**config.mk**
```make
export PLATFORM = sky130hd
export DESIGN_NAME = sam_asic
export DESIGN_NICKNAME = d
export VERILOG_FILES = /design/src/sam_pkg.sv /design/src/sigma_delta_dac.sv /design/src/port_regs.sv /design/src/mem_mapper.sv /design/src/midi_tx.sv /design/src/audio_out.sv /design/src/sam_asic.sv
export SDC_FILE = /design/constraint.sdc
export NUM_CORES = 1
export LEC_CHECK = 0
export BUFFER_PORTS_ARGS = -buffer_cell sky130_fd_sc_hd__buf_2
export CORE_MARGIN = 2
export CORE_UTILIZATION = 25
export DETAILED_ROUTE_END_ITERATION = 10
export PLACE_DENSITY_LB_ADDON = 0.1
export SKIP_LAST_GASP = 1
export SYNTH_ARGS = -nofsm -noshare
export SYNTH_HDL_FRONTEND = slang
export SYNTH_SLANG_ARGS = --single-unit
```
**constraint.sdc**
```tcl
create_clock -name clk_sys -period 4.25 [get_ports clk_sys]
set_clock_uncertainty 0.15 [all_clocks]
set_input_delay 0.2125 -clock clk_sys [delete_from_list [all_inputs] [get_ports clk_sys]]
set_output_delay 0.2125 -clock clk_sys [all_outputs]
set_load 0.005 [all_outputs]
```
**src/sam_pkg.sv**
```systemverilog
// ==========================================================
// Shared constants and types for the SAM I/O and paging core
// Port addresses are matched on the low address byte only
// Physical addresses above the used page bits read as zero
// ==========================================================

package sam_pkg;

	// ======================================================
	// I/O port addresses (low byte)
	// ======================================================
	localparam logic [7:0] PORT_EXT_C      = 8'h80;
	localparam logic [7:0] PORT_EXT_D      = 8'h81;
	localparam logic [7:0] PORT_LPT_DATA   = 8'hE8;
	localparam logic [7:0] PORT_LPT_STROBE = 8'hE9;
	localparam logic [7:0] PORT_STATUS     = 8'hF9;
	localparam logic [7:0] PORT_LMPR       = 8'hFA;
	localparam logic [7:0] PORT_HMPR       = 8'hFB;
	localparam logic [7:0] PORT_MIDI       = 8'hFD;
	localparam logic [7:0] PORT_BORDER     = 8'hFE;

	// ======================================================
	// Memory map
	// ======================================================
	localparam int MEM_ADDR_W = 25;
	localparam int PAGE_W     = 5;
	localparam int SECT_W     = 14;                 // 16 KB section offset
	localparam int TOP_W      = MEM_ADDR_W - SECT_W;  // Bits above the section offset

	localparam logic [PAGE_W-1:0] ROM_PAGE     = 5'h10;
	localparam logic [8:0]        EXT_RAM_BASE = 9'h040;

	// MIDI timing, 96 MHz system clock assumed
	localparam int CE_1M_DIV        = 96;
	localparam int CE_1M_W          = $clog2(CE_1M_DIV);
	localparam int MIDI_FRAME_TICKS = 320;
	localparam int MIDI_TIMER_W     = $clog2(MIDI_FRAME_TICKS);
	localparam int MIDI_INT_TICK    = 15;

	// Audio mix
	localparam int DAC_W       = 19;
	localparam int VOX_GAIN    = 1028;    // Byte spread over the upper bits
	localparam int BEEP_WEIGHT = 65536;

	typedef enum logic [3:0] {
		NONE,
		EXT_C,
		EXT_D,
		LPT_DATA,
		LPT_STROBE,
		STATUS,
		LMPR,
		HMPR,
		MIDI,
		BORDER
	} port_sel_e;

	// CPU bus, strobes already active high
	typedef struct packed {
		logic [15:0] addr;
		logic [7:0]  dout;
		logic        mreq;
		logic        iorq;
		logic        rd;
		logic        wr;
		logic        m1;
	} cpu_bus_t;

	// Single-cycle port write event
	typedef struct packed {
		logic      valid;
		port_sel_e sel;
		logic [7:0] data;
	} io_wr_t;

	typedef struct packed {
		logic [PAGE_W-1:0] page_ab;
		logic              rom0_off;
		logic              rom1_on;
		logic              wp_a;
		logic [PAGE_W-1:0] page_cd;
		logic              ext_on;
		logic [7:0]        ext_c;
		logic [7:0]        ext_d;
	} page_state_t;

	typedef struct packed {
		logic [MEM_ADDR_W-1:0] addr;
		logic                  rd;
		logic                  we;
		logic                  is_rom;
	} mem_req_t;

endpackage

```
**src/sigma_delta_dac.sv**
```systemverilog
// ==========================================================
// First-order sigma-delta DAC, unsigned input
// Ones density is sample / 2^WIDTH, exact over 2^WIDTH clocks
// ==========================================================

`timescale 1ns/1ps

module sigma_delta_dac import sam_pkg::*; #(
	parameter int WIDTH = DAC_W
) (
	input  logic             clk_sys,
	input  logic             reset,
	input  logic [WIDTH-1:0] sample,
	output logic             dac_out
);

	logic [WIDTH:0] acc;   // Top bit is the carry out

	always_ff @(posedge clk_sys) begin
		if (reset)
			acc <= '0;
		else
			acc <= {1'b0, acc[WIDTH-1:0]} + {1'b0, sample};
	end

	assign dac_out = acc[WIDTH];

endmodule

```
**src/port_regs.sv**
```systemverilog
// ==========================================================
// Port decoder and ASIC registers
// Writes act once per strobe, on its rising edge
// Read data is combinational, io_dout_en only for ports 0xE8,
// 0xE9, 0xF9, 0xFA and 0xFB
// ==========================================================

`timescale 1ns/1ps

module port_regs import sam_pkg::*; (
	input  logic        clk_sys,
	input  logic        reset,
	input  cpu_bus_t    bus,
	input  logic        midi_int,
	output io_wr_t      io_wr,
	output page_state_t pages,
	output logic        beep,
	output logic [7:0]  io_dout,
	output logic        io_dout_en
);

	port_sel_e  sel;
	logic       port_we;
	logic       port_rd;
	logic       port_we_d;
	logic       wr_edge;
	logic       readable;

	logic       wr_valid;
	port_sel_e  wr_sel;
	logic [7:0] wr_data;

	logic [7:0] lmpr;
	logic [7:0] hmpr;
	logic [7:0] brdr;
	logic [7:0] ext_c;
	logic [7:0] ext_d;

	// ======================================================
	// Decode
	// ======================================================
	assign port_we = bus.iorq & bus.wr & ~bus.m1;
	assign port_rd = bus.iorq & bus.rd & ~bus.m1;
	assign wr_edge = port_we & ~port_we_d;

	always_comb begin
		case (bus.addr[7:0])
			PORT_EXT_C:      sel = EXT_C;
			PORT_EXT_D:      sel = EXT_D;
			PORT_LPT_DATA:   sel = LPT_DATA;
			PORT_LPT_STROBE: sel = LPT_STROBE;
			PORT_STATUS:     sel = STATUS;
			PORT_LMPR:       sel = LMPR;
			PORT_HMPR:       sel = HMPR;
			PORT_MIDI:       sel = MIDI;
			PORT_BORDER:     sel = BORDER;
			default:         sel = NONE;
		endcase
	end

	// ======================================================
	// Registers and write event
	// ======================================================
	always_ff @(posedge clk_sys) begin
		if (reset) begin
			port_we_d <= 1'b0;
			wr_valid  <= 1'b0;
			lmpr      <= 8'h00;
			hmpr      <= 8'h00;
			brdr      <= 8'h00;
			ext_c     <= 8'h00;
			ext_d     <= 8'h00;
		end else begin
			port_we_d <= port_we;
			wr_valid  <= wr_edge;
			if (wr_edge) begin
				case (sel)
					LMPR:    lmpr  <= bus.dout;
					HMPR:    hmpr  <= bus.dout;
					BORDER:  brdr  <= bus.dout;
					EXT_C:   ext_c <= bus.dout;
					EXT_D:   ext_d <= bus.dout;
					default: ;
				endcase
			end
		end
	end

	// Event payload, only looked at while wr_valid is set
	always_ff @(posedge clk_sys) begin
		if (wr_edge) begin
			wr_sel  <= sel;
			wr_data <= bus.dout;
		end
	end

	assign io_wr = '{valid: wr_valid, sel: wr_sel, data: wr_data};

	assign pages.page_ab  = lmpr[4:0];
	assign pages.rom0_off = lmpr[5];   // ROM0 on while bit 5 is low
	assign pages.rom1_on  = lmpr[6];
	assign pages.wp_a     = lmpr[7];
	assign pages.page_cd  = hmpr[4:0];
	assign pages.ext_on   = hmpr[7];
	assign pages.ext_c    = ext_c;
	assign pages.ext_d    = ext_d;

	assign beep = brdr[4];

	// ======================================================
	// Read-back
	// ======================================================
	always_comb begin
		readable = 1'b1;
		case (sel)
			STATUS:     io_dout = {3'b111, ~midi_int, 4'hF};
			LMPR:       io_dout = lmpr;
			HMPR:       io_dout = hmpr;
			LPT_DATA,
			LPT_STROBE: io_dout = 8'h00;    // No printer attached
			default: begin
				io_dout  = 8'hFF;
				readable = 1'b0;
			end
		endcase
	end

	assign io_dout_en = port_rd & readable;

endmodule

```
**src/mem_mapper.sv**
```systemverilog
// ==========================================================
// CPU address to physical memory request, purely combinational
// ROM sits at page 0x10, ROM0 and ROM1 share it by address bit 15
// Write protect covers section A only
// ==========================================================

`timescale 1ns/1ps

module mem_mapper import sam_pkg::*; (
	input  cpu_bus_t    bus,
	input  page_state_t pages,
	output mem_req_t    mem
);

	logic [1:0]        sect;
	logic              rom_sel;
	logic              ext_sel;
	logic              wp_hit;
	logic [8:0]        ext_page;
	logic [PAGE_W-1:0] base_page;
	logic [PAGE_W-1:0] ram_page;
	logic [TOP_W-1:0]  top;

	assign sect = bus.addr[15:14];

	// Overlay and window selects
	assign rom_sel = (~pages.rom0_off & (sect == 2'd0)) | (pages.rom1_on & (sect == 2'd3));
	assign ext_sel = pages.ext_on & bus.addr[15];
	assign wp_hit  = pages.wp_a & (sect == 2'd0);

	assign ext_page = EXT_RAM_BASE + {1'b0, (bus.addr[14] ? pages.ext_d : pages.ext_c)};

	// Odd sections take the following page, wraps at 32
	assign base_page = sect[1] ? pages.page_cd : pages.page_ab;
	assign ram_page  = base_page + PAGE_W'(sect[0]);

	always_comb begin
		if (rom_sel)
			top = TOP_W'({ROM_PAGE, bus.addr[15]});
		else if (ext_sel)
			top = TOP_W'(ext_page);
		else
			top = TOP_W'(ram_page);
	end

	assign mem.addr   = {top, bus.addr[SECT_W-1:0]};
	assign mem.rd     = bus.mreq & bus.rd;
	assign mem.we     = bus.mreq & bus.wr & ~rom_sel & ~wp_hit;
	assign mem.is_rom = rom_sel;

endmodule

```
**src/midi_tx.sv**
```systemverilog
// ==========================================================
// MIDI output timing model, no serial data is produced
// One byte takes 320 ticks of the 1 MHz enable
// Only one byte can wait behind the one in flight
// ==========================================================

`timescale 1ns/1ps

module midi_tx import sam_pkg::*; (
	input  logic   clk_sys,
	input  logic   reset,
	input  io_wr_t io_wr,
	output logic   midi_int,
	output logic   midi_busy
);

	logic [CE_1M_W-1:0]      tick_div;
	logic                    tick;
	logic [MIDI_TIMER_W-1:0] tx_time;
	logic                    pending;

	assign tick = (tick_div == CE_1M_W'(CE_1M_DIV - 1));

	always_ff @(posedge clk_sys) begin
		if (reset) begin
			tick_div  <= '0;
			tx_time   <= '0;
			pending   <= 1'b0;
			midi_busy <= 1'b0;
			midi_int  <= 1'b0;
		end else begin
			tick_div <= tick ? '0 : tick_div + 1'b1;   // Free running 1 MHz

			if (tick) begin
				if (tx_time != '0) begin
					tx_time <= tx_time - 1'b1;
					if (tx_time == MIDI_TIMER_W'(MIDI_INT_TICK))
						midi_int <= 1'b1;
				end else begin
					// Frame done, start the queued byte if any
					midi_int  <= 1'b0;
					midi_busy <= 1'b0;
					if (pending) begin
						midi_busy <= 1'b1;
						tx_time   <= MIDI_TIMER_W'(MIDI_FRAME_TICKS - 1);
						pending   <= 1'b0;
					end
				end
			end

			// Late in the block so a write on a start tick is not lost
			if (io_wr.valid && io_wr.sel == MIDI)
				pending <= 1'b1;
		end
	end

endmodule

```
**src/audio_out.sv**
```systemverilog
// ==========================================================
// Printer port sample DAC and beeper mix
// Strobe bit 0 rising loads left, falling loads right
// Full scale mix stays below 2^19
// ==========================================================

`timescale 1ns/1ps

module audio_out import sam_pkg::*; (
	input  logic   clk_sys,
	input  logic   reset,
	input  io_wr_t io_wr,
	input  logic   beep,
	output logic   audio_l,
	output logic   audio_r
);

	logic [7:0]       lpt_data;
	logic             old_stb;
	logic [7:0]       vox_l;
	logic [7:0]       vox_r;
	logic [DAC_W-1:0] mix_l;
	logic [DAC_W-1:0] mix_r;

	function automatic logic [DAC_W-1:0] mix_sample(input logic [7:0] vox, input logic bit_in);
		logic [DAC_W-1:0] beep_part;
		beep_part = bit_in ? DAC_W'(BEEP_WEIGHT) : '0;
		return DAC_W'(vox) * DAC_W'(VOX_GAIN) + beep_part;
	endfunction

	always_ff @(posedge clk_sys) begin
		if (reset) begin
			lpt_data <= 8'h00;
			old_stb  <= 1'b0;
			vox_l    <= 8'h00;
			vox_r    <= 8'h00;
		end else if (io_wr.valid) begin
			if (io_wr.sel == LPT_DATA)
				lpt_data <= io_wr.data;
			if (io_wr.sel == LPT_STROBE) begin
				if (~old_stb & io_wr.data[0]) vox_l <= lpt_data;  // Rising
				if (old_stb & ~io_wr.data[0]) vox_r <= lpt_data;  // Falling
				old_stb <= io_wr.data[0];
			end
		end
	end

	assign mix_l = mix_sample(vox_l, beep);
	assign mix_r = mix_sample(vox_r, beep);

	// ======================================================
	// Output modulators
	// ======================================================
	sigma_delta_dac #(.WIDTH(DAC_W)) dac_l (
		.clk_sys (clk_sys),
		.reset   (reset),
		.sample  (mix_l),
		.dac_out (audio_l)
	);

	sigma_delta_dac #(.WIDTH(DAC_W)) dac_r (
		.clk_sys (clk_sys),
		.reset   (reset),
		.sample  (mix_r),
		.dac_out (audio_r)
	);

endmodule

```
**src/sam_asic.sv**
```systemverilog
// ==========================================================
// SAM ASIC core, I/O ports, paging, MIDI timing and audio
// CPU strobes come in active high, one clock domain
// int_n carries only the MIDI interrupt
// ==========================================================

`timescale 1ns/1ps

module sam_asic import sam_pkg::*; (
	input  logic       clk_sys,
	input  logic       reset,
	input  cpu_bus_t   bus,
	output mem_req_t   mem,
	output logic [7:0] io_dout,
	output logic       io_dout_en,
	output logic       int_n,
	output logic       audio_l,
	output logic       audio_r
);

	io_wr_t      io_wr;
	page_state_t pages;
	logic        beep;
	logic        midi_int;

	port_regs regs0 (
		.clk_sys    (clk_sys),
		.reset      (reset),
		.bus        (bus),
		.midi_int   (midi_int),
		.io_wr      (io_wr),
		.pages      (pages),
		.beep       (beep),
		.io_dout    (io_dout),
		.io_dout_en (io_dout_en)
	);

	mem_mapper map0 (
		.bus   (bus),
		.pages (pages),
		.mem   (mem)
	);

	midi_tx midi0 (
		.clk_sys   (clk_sys),
		.reset     (reset),
		.io_wr     (io_wr),
		.midi_int  (midi_int),
		.midi_busy ()          // No serial line in this core
	);

	audio_out audio0 (
		.clk_sys (clk_sys),
		.reset   (reset),
		.io_wr   (io_wr),
		.beep    (beep),
		.audio_l (audio_l),
		.audio_r (audio_r)
	);

	assign int_n = ~midi_int;

endmodule

```
==> impl_summary.txt <==
----------------------------------------------------
[Setup path]
  Endpoint required time on the critical path ... roughly 4.4 ns
  Nature of the critical path endpoint ... flop
  Crit Path Category ... reg2reg
  Crit path buf inv count ... 0
  Cell type group with the largest total delay on the critical path ... compound AO/OA/AOI/OAI gates
  Worst Setup Start Kind ... flop
  Critical path data arrival time ... about 2.8 ns
  Largest fanout of any net on the critical path ... 5
  CP max stage cell ... sky130_fd_sc_hd__o211ai_1
  Cell-by-cell trace of the critical path ... ha_1 > fa_1 > a211oi_1 > nor2_1 > o211ai_1 > a21oi_1 > mux2_2
  Highest cell delay on the worst timing path ... about 0.46 ns

[Job]
  Max capacitance violation total ... 0

[Pwr]
  Reg power frac ... about 44%
  Switching power ... 0.000684 W
  Part of the total power dissipated in the clock network ... approximately half
  Int Pwr ... around 0.0021 W
  Max IR drop VDD ... approximately 0.22 mV
  Switching fraction of total power ... around a quarter
  Overall power ... roughly 0.0027 W
  Leak Pwr ... roughly 3.4 nW
  Power Density ... 336 nW/um^2
  Part of the total power dissipated in combinational logic ... under 10%

[Final layout]
  Post-route standard cell area excluding fillers ... about 8000 sq um
  Signed area change from the synthesized netlist to the final layout ... 16.5%
  Number of antenna cells inserted ... 0
  Layout cells sized above 1 ... 15.1%
  Most frequent standard cell in the layout excluding fill and tap cells ... sky130_fd_sc_hd__dfxtp_1
  Most used cells in the layout excluding fill and tap cells ... sky130_fd_sc_hd__dfxtp_1 (114), sky130_fd_sc_hd__nor2_1 (94), sky130_fd_sc_hd__mux2i_1 (58)
  Net count, final ... 871
  Filler Cell Count ... about 3,000

[Clocking]
  Post-CTS repair timing setup buffer count ... 0
  H-tree levels ... 4
  Clk Latency, worst-skew pair ... 0.42 ns
  Clock transition at the register clock pins on the worst setup and hold paths after CTS ... approximately 0.06 ns
  Buffer depth of the longest clock path ... 2
  Sinks on Clock Net ... between 100 and 150
  CTS tree ... yes
  Library cell used as clock root buffer ... sky130_fd_sc_hd__clkbuf_16
  Count of cells resized by post-cts repair ... 0
  Number of buffers added by the clock tree synthesis step ... 17

[STA]
  Final number of hold-violating endpoints ... 0
  Final-report setup violation count ... 0
  Sum of negative setup slack ... 0 ns
  Share of the cycle needed by the critical path after routing ... between 60% and 70%
  Min Clock Period, post-route ... between 2 and 3 ns
  Fmax achieved ... 0.383 GHz
  Number of max-slew violations in the final report ... 0
  RSZ-0062 raised after global routing ... no
  Slew at the pin closest to its max-slew limit ... 0.816 ns
  Max-slew headroom at the worst pin ... between 40 and 50%
  Final worst setup slack ... 1.64 ns

[Floorplan]
  Core Footprint ... 27,600 sq um
  Effective utilization at floorplan ... about a quarter
  Number of placement rows ... just over 60
  Chip height ... roughly 170 um
  Die outline width ... ~170 um
  Floorplan die area ... slightly below 30,000 sq um
  I/O Pins ... 71

[Yosys]
  Number of synthesized flops with an enable pin ... 12
  Yosys warnings ... 0
  Synth async-reset ratio ... 0%
  FF+latch count, synth ... between 100 and 150
  Top-area cell type share of the netlist area ... about a third
  Synthesized area per cell ... slightly above 9 sq um
  Number of instances in the synthesized netlist ... around 760
  Top cell type by total area after synthesis ... sky130_fd_sc_hd__dfxtp_1
  Dominant register cell in the synthesized netlist ... sky130_fd_sc_hd__dfxtp_1
  Synthesized area ... roughly 7000 sq um
  Main area contributors after synthesis ... sky130_fd_sc_hd__dfxtp_1 (33%), sky130_fd_sc_hd__mux2i_1 (8.3%), sky130_fd_sc_hd__ha_1 (7.9%), sky130_fd_sc_hd__edfxtp_1 (5.2%), sky130_fd_sc_hd__nor2_1 (5.0%)
  Fraction of the yosys area taken by sequential cells ... a little under two fifths
  Count of distinct cell types in the synthesized netlist ... slightly below 70

[Global route]
  GRT Resource Usage Total ... 12.8%
  First-pass GRT wire length ... about 30,000 um
  Number of antenna violations at the first check in global routing ... 0
  GRT Residual Overflow ... 0
  Via count of the first global-routing pass ... 5,618
  Largest net degree at the start of global routing ... 63

[Route]
  Detailed-route wire length ... between 15,000 and 20,000 um
  Antenna Nets Post-Route ... 0
  Initial detailed-routing violation count ... about 350
  Via-per-instance ratio ... approximately 4.6
  Router iterations before antenna repair ... 4
  Vias ... about 5,500
  Wire per inst ... between 10 and 15 um
  DRC Markers ... 0

[Placed design]
  RePlAce Congestion ... just under 0.8
  Area after detailed placement ... approximately 7500 sq um
  Half-perimeter wire length after placement ... 12,800 um
  Worst slack, placed ... 1.67 ns
  Count of buffers inserted at the top-level ports ... 56

[Run status]
  Outcome ... finished clean

[Worst hold path]
  Path category of the worst min-delay check ... in2reg

----------------------------------------------------
==> synthesized netlist by cell type (all sizes together) (22+ instances only) <==
cell and number:
mux2i 58, o21ai 32, a211oi 29, nor2b 26, ha 44, nand2 23
clkbuf 22, nor3 27, nor2 94, dfxtp 114, buf 27, a21oi 38
==> layout make-up <==
| cell class | count | area [sq um] | share of cell area, % |
|---|---|---|---|
| multi-input cells | 570 | 4030 | 49.5 |
| clock buffers | 19 | 454 | 5.57 |
| repair buffers | 69 | 405 | 4.98 |
| flip-flops and latches | 126 | 2640 | 32.4 |
| inverters | 10 | 37.5 | 0.461 |
| well taps | 378 | 473 | 5.80 |
| clock inverters | 13 | 101 | 1.24 |
==> metal layers <==
metal  share of wire, %  vias to the layer above  track usage, %  routed length [um]
li1                   -                     2816               -                   -
met1                 50                     2585            17.1                8870
met2                 46                       85            21.0                8160
met3                2.7                       18            2.49                 477
met4                1.3                        0            3.76                 227
met5                  0                        -               0                   0
==> registers in the layout (all words and copies together) (netlist names), 4 cells and up <==
name / flops
audio0.vox_r: 8
regs0.wr_sel: 4
midi0.tx_time: 9
regs0.ext_d: 8
audio0.vox_l: 8
regs0.lmpr: 8
audio0.dac_r.acc: 18
midi0.tick_div: 7
regs0.ext_c: 8
audio0.lpt_data: 8
regs0.hmpr: 8
audio0.dac_l.acc: 18
regs0.wr_data: 8
==> power groups by stage <==
stage,Combinational (W),Clock (W),Sequential (W)
global route,0.000154,0.00148,0.00121
finish,0.000138,0.00138,0.00121
floorplan,0.0000982,0,0.00124
global placement,0.000133,0,0.00124
CTS,0.000140,0.00143,0.00121
detailed placement,0.000133,0,0.00124
==> logic make-up (layout without fill, tap and decap cells) <==
| kind of cell | Yosys count | in the layout | share of synthesized area [%] |
|---|---|---|---|
| AO/OA/AOI/OAI | 156 | 156 | 15.1 |
| adder cells (fa/ha/maj) | 46 | 46 | 8.44 |
| flip-flops | 126 | 126 | 37.8 |
| other | 1 | 2 | 0.0536 |
| XOR/XNOR | 24 | 24 | 3.00 |
| multiplexers | 70 | 70 | 10.2 |
| buffers and inverters | 60 | 111 | 4.70 |
| AND/OR/NAND/NOR | 272 | 272 | 20.7 |
==> per-stage QoR <==
| step | cells | util [%] | hold WS (ns) |
|---|---|---|---|
| 3_5_place_dp | 1143 | 27.1 | 0.275 |
| 6_report | 1185 | 29.5 | 0.102 |
| 3_3_place_gp | 1143 | 27.1 | 0.275 |
| 4_1_cts | 1185 | 29.5 | 0.0773 |
| 5_1_grt | 1185 | 29.5 | 0.110 |
| 2_1_floorplan | 756 | - | 0.161 |
==> timing repair <==
action / CTS / global route
hold buffers: 10 / 0
endpoints found under the setup margin: 0 / 0
hold endpoints to repair: 31 / 0
==> path summary, 6_finish.rpt <==
kind	depth (start not counted)	end	slack, ns	from
setup / recovery	7	audio0.dac_l.acc[12]$_SDFF_PP0_	1.64	audio0.vox_l[0]$_SDFFE_PP0P_
hold / removal	2	regs0.wr_sel[2]$_DFFE_PP_	0.10	bus[15]
setup reg to reg	7	audio0.dac_l.acc[12]$_SDFF_PP0_	1.64	audio0.vox_l[0]$_SDFFE_PP0P_
hold reg to reg	1	regs0.wr_valid$_SDFF_PP0_	0.29	regs0.port_we_d$_SDFF_PP0_
(Power assumes the default switching activity.)
